`config.mk`:
```
export PLATFORM = sky130hd
export DESIGN_NAME = payload_scanner
export DESIGN_NICKNAME = d
export VERILOG_FILES = /design/src/logic/scan_pkg.sv /design/src/logic/literal_dfa.sv /design/src/logic/rule_context.sv /design/src/logic/stream_tracker.sv /design/src/logic/payload_scanner.sv
export SDC_FILE = /design/constraint.sdc
export NUM_CORES = 1
export LEC_CHECK = 0
export BUFFER_PORTS_ARGS = -buffer_cell sky130_fd_sc_hd__buf_4
export CELL_PAD_IN_SITES_DETAIL_PLACEMENT = 0
export CELL_PAD_IN_SITES_GLOBAL_PLACEMENT = 1
export CORE_MARGIN = 1.5
export CORE_UTILIZATION = 40
export DETAILED_ROUTE_END_ITERATION = 16
export PLACE_DENSITY_LB_ADDON = 0.1
export SYNTH_ARGS = -nofsm -noshare
export SYNTH_HDL_FRONTEND = slang
export SYNTH_HIERARCHICAL = 1
export SYNTH_SLANG_ARGS = --single-unit
```
`constraint.sdc`:
```
create_clock -name clk -period 7.1 [get_ports clk]
set_clock_uncertainty 0.1 [all_clocks]
set_input_delay 0.355 -clock clk [delete_from_list [all_inputs] [get_ports clk]]
set_output_delay 0.355 -clock clk [all_outputs]
set_load 0.03 [all_outputs]
```
`src/logic/scan_pkg.sv`:
```
package scan_pkg;

  // Number of literal rules in the scanner
  localparam int NUM_RULES = 2;

  // Input stall after an end-of-packet beat
  // Covers the rule context pipeline up to the state save
  localparam int DRAIN_CYCLES = 3;

  // One payload character
  typedef logic [7:0] byte_t;

  // Stream identifier, selects one of 64 context entries
  typedef logic [5:0] stream_id_t;

  // Automaton state, count of pattern characters matched so far
  // 4 bits allow patterns up to 15 characters
  typedef logic [3:0] dfa_state_t;

  // Per-rule packet count, wraps
  typedef logic [15:0] match_count_t;

  // One enable or fired bit per rule
  typedef logic [NUM_RULES-1:0] rule_mask_t;

  // Stream tracker FSM
  typedef enum logic [1:0] {
    IDLE,
    LOAD,
    STREAM,
    DRAIN
  } tracker_state_t;

endpackage

```
`src/logic/literal_dfa.sv`:
```
`timescale 1ns/1ps

module literal_dfa #(
  parameter int PAT_LEN = 5,
  parameter logic [8*PAT_LEN-1:0] PATTERN = "login"
) (
  input  logic                clk,
  input  logic                rst_n,
  input  scan_pkg::byte_t     char_in,
  input  logic                char_vld,
  input  scan_pkg::dfa_state_t state_in,
  input  logic                state_vld,
  output scan_pkg::dfa_state_t state_out,
  output logic                accept_out
);
  import scan_pkg::*;

  // State value that means the whole pattern was seen
  localparam dfa_state_t FINAL_STATE = dfa_state_t'(PAT_LEN);

  dfa_state_t cur_state;
  dfa_state_t next_state;
  dfa_state_t state_q;
  byte_t      first_char;
  byte_t      expect_char;
  logic       hit;
  logic       accept_q;

  // First character sits in the top byte of the packed literal
  assign first_char = PATTERN[8*PAT_LEN-1 -: 8];

  // A restored state overrides the held one for this cycle
  assign cur_state = state_vld ? state_in : state_q;

  // Character that would extend the current partial match
  always_comb begin
    if (int'(cur_state) < PAT_LEN)
      expect_char = PATTERN[8*(PAT_LEN-1-int'(cur_state)) +: 8];
    else
      expect_char = first_char;
  end

  // Fallback goes to 1 or 0 only, first letter never repeats in the pattern
  always_comb begin
    next_state = cur_state;
    if (char_vld)
    begin
      if (char_in == expect_char)
        next_state = cur_state + dfa_state_t'(1);
      else if (char_in == first_char)
        next_state = dfa_state_t'(1);
      else
        next_state = '0;
    end
  end

  assign hit = char_vld && (next_state == FINAL_STATE);

  always_ff @(posedge clk)
  begin
    if (!rst_n)
    begin
      state_q  <= '0;
      accept_q <= 1'b0;
    end
    else
    begin
      // Full match restarts the automaton
      state_q  <= hit ? dfa_state_t'(0) : next_state;
      accept_q <= hit;
    end
  end

  assign state_out  = state_q;
  assign accept_out = accept_q;

endmodule

```
`src/logic/rule_context.sv`:
```
`timescale 1ns/1ps

module rule_context #(
  parameter int PAT_LEN = 5,
  parameter logic [8*PAT_LEN-1:0] PATTERN = "login"
) (
  input  logic                   clk,
  input  logic                   rst_n,
  input  logic                   load_state,
  input  logic                   flush,
  input  scan_pkg::stream_id_t   stream_id,
  input  logic                   char_vld,
  input  scan_pkg::byte_t        char_data,
  input  logic                   eop,
  input  logic                   enable,
  output logic                   fired,
  output scan_pkg::match_count_t count
);
  import scan_pkg::*;

  // One context entry per stream ID
  localparam int DEPTH = 2**$bits(stream_id_t);

  // Saved automaton state and saved flag per stream
  dfa_state_t       state_mem [DEPTH];
  logic [DEPTH-1:0] saved_vld;

  // Restore stage
  dfa_state_t restore_state;
  logic       restore_vld;

  // Automaton input registers
  byte_t      char_in_r;
  logic       char_vld_r;
  dfa_state_t state_in_r;
  logic       state_vld_r;

  // Automaton outputs and their registers
  dfa_state_t state_out;
  logic       accept_out;
  dfa_state_t state_out_r;
  logic       accept_out_r;

  // eop delayed to line up with accept_out_r
  logic [2:0] eop_pipe;
  logic       eop_last;

  logic         fired_q;
  match_count_t count_q;

  assign eop_last = eop_pipe[2];

  // New stream or flushed stream starts from state 0
  always_ff @(posedge clk)
  begin
    if (load_state)
    begin
      if (flush || !saved_vld[stream_id])
        restore_state <= '0;
      else
        restore_state <= state_mem[stream_id];
    end
  end

  // Save only for enabled rules, disabled packets keep the older state
  always_ff @(posedge clk)
  begin
    if (eop_last && enable)
      state_mem[stream_id] <= state_out_r;
  end

  // Register automaton inputs and outputs for timing
  always_ff @(posedge clk)
  begin
    if (!rst_n)
    begin
      restore_vld  <= 1'b0;
      char_vld_r   <= 1'b0;
      state_vld_r  <= 1'b0;
      accept_out_r <= 1'b0;
      eop_pipe     <= '0;
    end
    else
    begin
      restore_vld  <= load_state;
      char_vld_r   <= char_vld;
      state_vld_r  <= restore_vld;
      accept_out_r <= accept_out;
      eop_pipe     <= {eop_pipe[1:0], eop};
    end
  end

  // Payload side of the same stages
  always_ff @(posedge clk)
  begin
    char_in_r   <= char_data;
    state_in_r  <= restore_state;
    state_out_r <= state_out;
  end

  literal_dfa #(
    .PAT_LEN (PAT_LEN),
    .PATTERN (PATTERN)
  ) dfa_i (
    .clk        (clk),
    .rst_n      (rst_n),
    .char_in    (char_in_r),
    .char_vld   (char_vld_r),
    .state_in   (state_in_r),
    .state_vld  (state_vld_r),
    .state_out  (state_out),
    .accept_out (accept_out)
  );

  // Per-packet flag and packet tally
  always_ff @(posedge clk)
  begin
    if (!rst_n)
    begin
      fired_q   <= 1'b0;
      count_q   <= '0;
      saved_vld <= '0;
    end
    else
    begin
      // Start of packet clears the flag
      if (load_state)
        fired_q <= 1'b0;
      if (accept_out_r)
        fired_q <= 1'b1;
      if (eop_last)
      begin
        if (enable)
        begin
          // Last character's accept counts too
          count_q              <= count_q + match_count_t'(fired_q | accept_out_r);
          saved_vld[stream_id] <= 1'b1;
        end
        else
          fired_q <= 1'b0;
      end
    end
  end

  assign fired = fired_q;
  assign count = count_q;

endmodule

```
`src/logic/stream_tracker.sv`:
```
`timescale 1ns/1ps

module stream_tracker (
  input  logic                 clk,
  input  logic                 rst_n,
  input  logic                 in_valid,
  input  scan_pkg::byte_t      in_data,
  input  logic                 in_sop,
  input  logic                 in_eop,
  input  scan_pkg::stream_id_t in_stream,
  input  logic                 in_flush,
  input  scan_pkg::rule_mask_t in_enable,
  output logic                 in_ready,
  output logic                 load_state,
  output logic                 flush,
  output scan_pkg::stream_id_t stream_id,
  output scan_pkg::rule_mask_t enable,
  output logic                 char_vld,
  output scan_pkg::byte_t      char_data,
  output logic                 eop,
  output logic                 res_valid,
  output scan_pkg::stream_id_t res_stream
);
  import scan_pkg::*;

  // eop to result delay, matches the rule context pipeline
  localparam int RES_DELAY = 3;
  localparam int DRAIN_W   = $clog2(DRAIN_CYCLES + 1);

  tracker_state_t       state_q;
  tracker_state_t       state_d;
  logic                 ready_q;
  logic                 beat_xfer;
  logic                 start_pkt;
  logic [DRAIN_W-1:0]   drain_cnt;
  logic [RES_DELAY-1:0] eop_pipe;

  // Idle with a sop beat waiting holds it back for the load cycle
  assign in_ready  = ready_q && !(state_q == IDLE && in_valid && in_sop);
  assign beat_xfer = in_valid && in_ready;
  assign start_pkt = (state_q == IDLE) && in_valid && in_sop;

  always_comb begin
    state_d = state_q;
    case (state_q)
      IDLE:    if (start_pkt) state_d = LOAD;
      LOAD:    state_d = STREAM;
      STREAM:  if (beat_xfer && in_eop) state_d = DRAIN;
      DRAIN:   if (drain_cnt == '0) state_d = IDLE;
      default: state_d = IDLE;
    endcase
  end

  always_ff @(posedge clk)
  begin
    if (!rst_n)
    begin
      state_q    <= IDLE;
      ready_q    <= 1'b0;
      load_state <= 1'b0;
      char_vld   <= 1'b0;
      eop        <= 1'b0;
      drain_cnt  <= '0;
      eop_pipe   <= '0;
      res_valid  <= 1'b0;
    end
    else
    begin
      state_q    <= state_d;
      // Ready only in IDLE and STREAM
      ready_q    <= (state_d == IDLE) || (state_d == STREAM);
      load_state <= start_pkt;
      // Non-sop beats in IDLE are dropped here
      char_vld   <= beat_xfer && (state_q == STREAM);
      eop        <= beat_xfer && (state_q == STREAM) && in_eop;
      if (state_q == STREAM && state_d == DRAIN)
        drain_cnt <= DRAIN_W'(DRAIN_CYCLES - 1);
      else if (state_q == DRAIN && drain_cnt != '0)
        drain_cnt <= drain_cnt - 1'b1;
      eop_pipe   <= {eop_pipe[RES_DELAY-2:0], eop};
      res_valid  <= eop_pipe[RES_DELAY-1];
    end
  end

  // Packet fields held from the sop beat on
  always_ff @(posedge clk)
  begin
    if (start_pkt)
    begin
      stream_id <= in_stream;
      flush     <= in_flush;
      enable    <= in_enable;
    end
    if (beat_xfer)
      char_data <= in_data;
    // Taken before a following packet can replace stream_id
    if (eop_pipe[RES_DELAY-1])
      res_stream <= stream_id;
  end

endmodule

```
`src/logic/payload_scanner.sv`:
```
`timescale 1ns/1ps

module payload_scanner #(
  parameter int RULE0_LEN = 5,
  parameter logic [8*RULE0_LEN-1:0] RULE0_PATTERN = "login",
  parameter int RULE1_LEN = 4,
  parameter logic [8*RULE1_LEN-1:0] RULE1_PATTERN = "pass"
) (
  input  logic                   clk,
  input  logic                   rst_n,
  input  logic                   in_valid,
  output logic                   in_ready,
  input  scan_pkg::byte_t        in_data,
  input  logic                   in_sop,
  input  logic                   in_eop,
  input  scan_pkg::stream_id_t   in_stream,
  input  logic                   in_flush,
  input  scan_pkg::rule_mask_t   in_enable,
  output logic                   res_valid,
  output scan_pkg::stream_id_t   res_stream,
  output scan_pkg::rule_mask_t   res_fired,
  output scan_pkg::match_count_t count0,
  output scan_pkg::match_count_t count1
);
  import scan_pkg::*;

  // Shared tracker outputs
  logic       load_state;
  logic       flush;
  stream_id_t stream_id;
  rule_mask_t enable;
  logic       char_vld;
  byte_t      char_data;
  logic       eop;

  stream_tracker tracker_i (
    .clk        (clk),
    .rst_n      (rst_n),
    .in_valid   (in_valid),
    .in_data    (in_data),
    .in_sop     (in_sop),
    .in_eop     (in_eop),
    .in_stream  (in_stream),
    .in_flush   (in_flush),
    .in_enable  (in_enable),
    .in_ready   (in_ready),
    .load_state (load_state),
    .flush      (flush),
    .stream_id  (stream_id),
    .enable     (enable),
    .char_vld   (char_vld),
    .char_data  (char_data),
    .eop        (eop),
    .res_valid  (res_valid),
    .res_stream (res_stream)
  );

  // Rule 0
  rule_context #(
    .PAT_LEN (RULE0_LEN),
    .PATTERN (RULE0_PATTERN)
  ) rule0_i (
    .clk        (clk),
    .rst_n      (rst_n),
    .load_state (load_state),
    .flush      (flush),
    .stream_id  (stream_id),
    .char_vld   (char_vld),
    .char_data  (char_data),
    .eop        (eop),
    .enable     (enable[0]),
    .fired      (res_fired[0]),
    .count      (count0)
  );

  // Rule 1
  rule_context #(
    .PAT_LEN (RULE1_LEN),
    .PATTERN (RULE1_PATTERN)
  ) rule1_i (
    .clk        (clk),
    .rst_n      (rst_n),
    .load_state (load_state),
    .flush      (flush),
    .stream_id  (stream_id),
    .char_vld   (char_vld),
    .char_data  (char_data),
    .eop        (eop),
    .enable     (enable[1]),
    .fired      (res_fired[1]),
    .count      (count1)
  );

endmodule

```
==> results_dict.tcl <==
set metrics [dict create \
    status "finished, final reports clean" \
    power_switching_w 0.00201 \
    seq_power_share 0.510 \
    rsz0062_at_grt "no" \
    synthCells 2087 \
    hp-class "in2reg" \
    synth_cell_types 90 \
    initial_core_util 0.403 \
    core_area_um2 75700 \
    antenna_found_initial 0 \
    syn_nets 2119 \
    arrival_ns 4.07 \
    synth_xor_xnor_area_share 0.00775 \
    setup_viol 0 \
    dpl.hpwl_mm 50.7 \
    nets 2195 \
    synth_mux_area_frac 0.0930 \
    ys_top_cells_by_area "edfxtp_1 53%, dfxtp_1 15%, mux4_2 4.2%" \
    worst_slack_ns 3.29 \
    ios 64 \
    placed_area_um2 31800 \
    grt_pass1_vias 18200 \
    slew_headroom 0.0877 \
    gp_congestion 0.823 \
    synth_top_family_by_area "compound AO/OA/AOI/OAI gates" \
    wl_per_cell_um 25.4 \
    synth_common_cells "543 x edfxtp_1, 230 x dfxtp_1, 198 x nor2_1, 132 x o21a_1, 108 x mux2i_1" \
    clk_pin_slew_worst_paths_ns 0.06 \
    synth_top_area_frac 0.534 \
    antenna_cells 0 \
    path_common_cell "buf_4" \
    critPathSlowestCell "buf_4" \
    overflow 0 \
    die_h_um 279 \
    synth_edf_count 543 \
    worstSkewPairLatency_ns 0.64 \
    ir_worst_vdd_uv 178 \
    period_needed_ns 3.81 \
    required_ns 7.35 \
    hold_depth 3 \
    wl_mm 81.6 \
    ys_async_sr_fraction 0 \
    slew_viol_final 0 \
    synth_seq_cells 773 \
    pwr-share-comb 0.032 \
    finalSetupTns_ns 0 \
    yosys.area_share.simple 0.0770 \
    pre_cts_ws_ns 3.26 \
    clock-root-buffer "clkbuf_16" \
    ctsLongestPathBuffers 3 \
    ys_warn_count 6 \
    firstDrtPassIters 6 \
    syn_to_final_growth_pct 13.8 \
    clock_sinks 773 \
    row_count 101 \
    power.density_nw_per_um2 271 \
    stdcell_count 3212 \
    crit_start "tracker_i/stream_id[0]" \
    final_cell_area_um2 34700 \
    p_clk_frac 0.458 \
    startpoint_type "flop" \
    drc 0 \
    place.port_buffers 63 \
    cts_tree "built" \
    slowest_delay_ns 0.61 \
    synthAdderAreaFrac 0.00410 \
    synth-compound-area-share 0.109 \
    yosys.area.top_type "edfxtp_1" \
    ant_nets 0 \
    drt_iter0_drc 1687 \
    placed_cells 3037 \
    path_buf_inv 2 \
    drive_gt1_frac 0.154 \
    die_width_um 279 \
    reg2reg_from "tracker_i/stream_id[0]" \
    grt_max_degree 122 \
    avgSynthCellArea_um2 14.6 \
    yosysSeqAreaShare 0.685 \
    maxCapViolCount 0 \
    timing.final.crit_share 0.537 \
    cts_buffers 84 \
    p_int_w 0.00740 \
    path_depth 8 \
    grt_usage 0.210 \
    power_leakage_nw 12.1 \
    total_power_w 0.00941 \
    cp_max_fo 44 \
    hp-start "in_valid" \
    die-area_um2 78000 \
    path_class "reg2reg" \
    cpLargestDelayFamily "compound AO/OA/AOI/OAI gates" \
    yosysMostFrequentCell "edfxtp_1" \
    syn_area_um2 30500 \
    vias_per_cell 5.61 \
    endpoint_kind "flop" \
    hold_violations 0 \
    tightest_slew_ns 1.37 \
    grt_first_pass_wirelength_mm 122 \
    dr_total_vias 18000 \
    synthFlopType "edfxtp_1" \
    fmax_mhz 262 \
    cts_max_level 3 \
    p_sw_frac 0.214 \
    crit_chain "buf_4, buf_4, nor2b_1, a22o_1, a222oi_1, o22ai_1, o41ai_4, a41oi_1" \
    reg2regPathDepth 8 \
]
[repair_timing]
item                      CTS  global route
hold endpoints to repair   20             0
hold buffers               18             0
resized for setup           0             0
buffers inserted            0             0
[final timing paths]
kind              slack (ns)                        to
setup reg to reg        3.29  rule0_i/restore_state[0]
setup / recovery        3.29  rule0_i/restore_state[0]
hold reg to reg         0.25    rule1_i/state_out_r[2]
hold / removal          0.10        tracker_i/char_vld
[power groups by stage]
stage	Combinational, W	Clock [W]	Sequential [W]
final	0.000304	0.00431	0.00480
after detailed placement	0.000298	0	0.00490
after global placement	0.000297	0	0.00489
after global routing	0.000324	0.00458	0.00480
after CTS	0.000307	0.00442	0.00480
after floorplan	0.000194	0	0.00489
[metrics by stage]
stage,utilization,hold slack [ns]
2_1_floorplan,-,0.223
5_1_grt,0.459,0.104
4_1_cts,0.459,0.0687
3_5_place_dp,0.421,0.252
6_report,0.459,0.102
3_3_place_gp,0.421,0.253
[layer usage]
metal	track usage	share of wire	vias up
met5	0	0	-
met4	0.0570	0.023	0
met3	0.0321	0.049	123
met2	0.334	0.46	475
met1	0.301	0.46	9253
li1	-	-	8168
[state kept, by name, summed over array words and instances, names as in the netlist, 3 cells and up]
register,cells
rule0_i/state_mem,256
rule1_i/eop_pipe,3
rule0_i/eop_pipe,3
rule0_i/state_in_r,4
tracker_i/char_data,8
rule1_i/state_in_r,4
rule0_i/restore_state,4
rule1_i/saved_vld,64
tracker_i/res_stream,6
tracker_i/eop_pipe,3
rule0_i/dfa_i/state_out,4
rule1_i/count,16
tracker_i/stream_id,6
rule0_i/char_in_r,8
rule1_i/char_in_r,8
rule1_i/state_mem,256
rule0_i/saved_vld,64
rule1_i/state_out_r,4
rule1_i/dfa_i/state_out,4
rule1_i/restore_state,4
rule0_i/state_out_r,4
rule0_i/count,16
[cell usage in the layout (no fill, tap or decap), types with 8 or more instances in the layout]
master         synthesis  final
a211oi_1               8      8
a21boi_0               9      9
a21oi_1               49     49
a221o_1                9      9
a221oi_1              22     22
a22o_1                20     20
a22oi_1               39     39
a31oi_1               10     10
and2_1                52     52
and3_1                10     10
buf_4                 16     85
clkbuf_1              47     12
clkbuf_16              0     87
clkbuf_8               1      8
clkinv_1               1     15
clkinv_2               0     23
dfxtp_1              230    222
dfxtp_2                0      8
dlygate4sd3_1          0     18
edfxtp_1             543    543
ha_1                  10     10
inv_1                 24     24
mux2_1                 8      8
mux2_2                23     23
mux2i_1              108    108
mux4_2                57     57
nand2_1               82     82
nand3_1               26     26
nand3b_1              17     17
nand4_1               12     12
nor2_1               198    198
nor2b_1               15     15
nor3_1                15     15
o211ai_1               8      8
o21a_1               132    132
o21ai_0               36     36
o22ai_1               32     32
o2bb2ai_1             22     22
or3_1                 12     12
xnor2_1               22     22
[worst min-delay path, stage by stage]
cell     delay (ns)
buf_4          0.09
and4b_2        0.23
and2_1         0.11
[final cells by class]
cell class | count | area, um^2
fill | 6729 | 41000
sequential | 773 | 20900
multi-input combinational | 1170 | 8880
clock buffer | 107 | 2330
tap | 978 | 1220
timing repair buffer | 107 | 890
clock inverter | 50 | 397
inverter | 27 | 101
[cell families (layout without fill, tap and decap cells)]
family | after synthesis | in the layout
flip-flops | 773 | 773
multiplexers | 203 | 203
buffers and inverters | 144 | 291
XOR/XNOR | 27 | 27
AO/OA/AOI/OAI | 450 | 450
adder cells (fa/ha/maj) | 10 | 10
AND/OR/NAND/NOR | 480 | 480
Power figures use the tool's default switching activity.
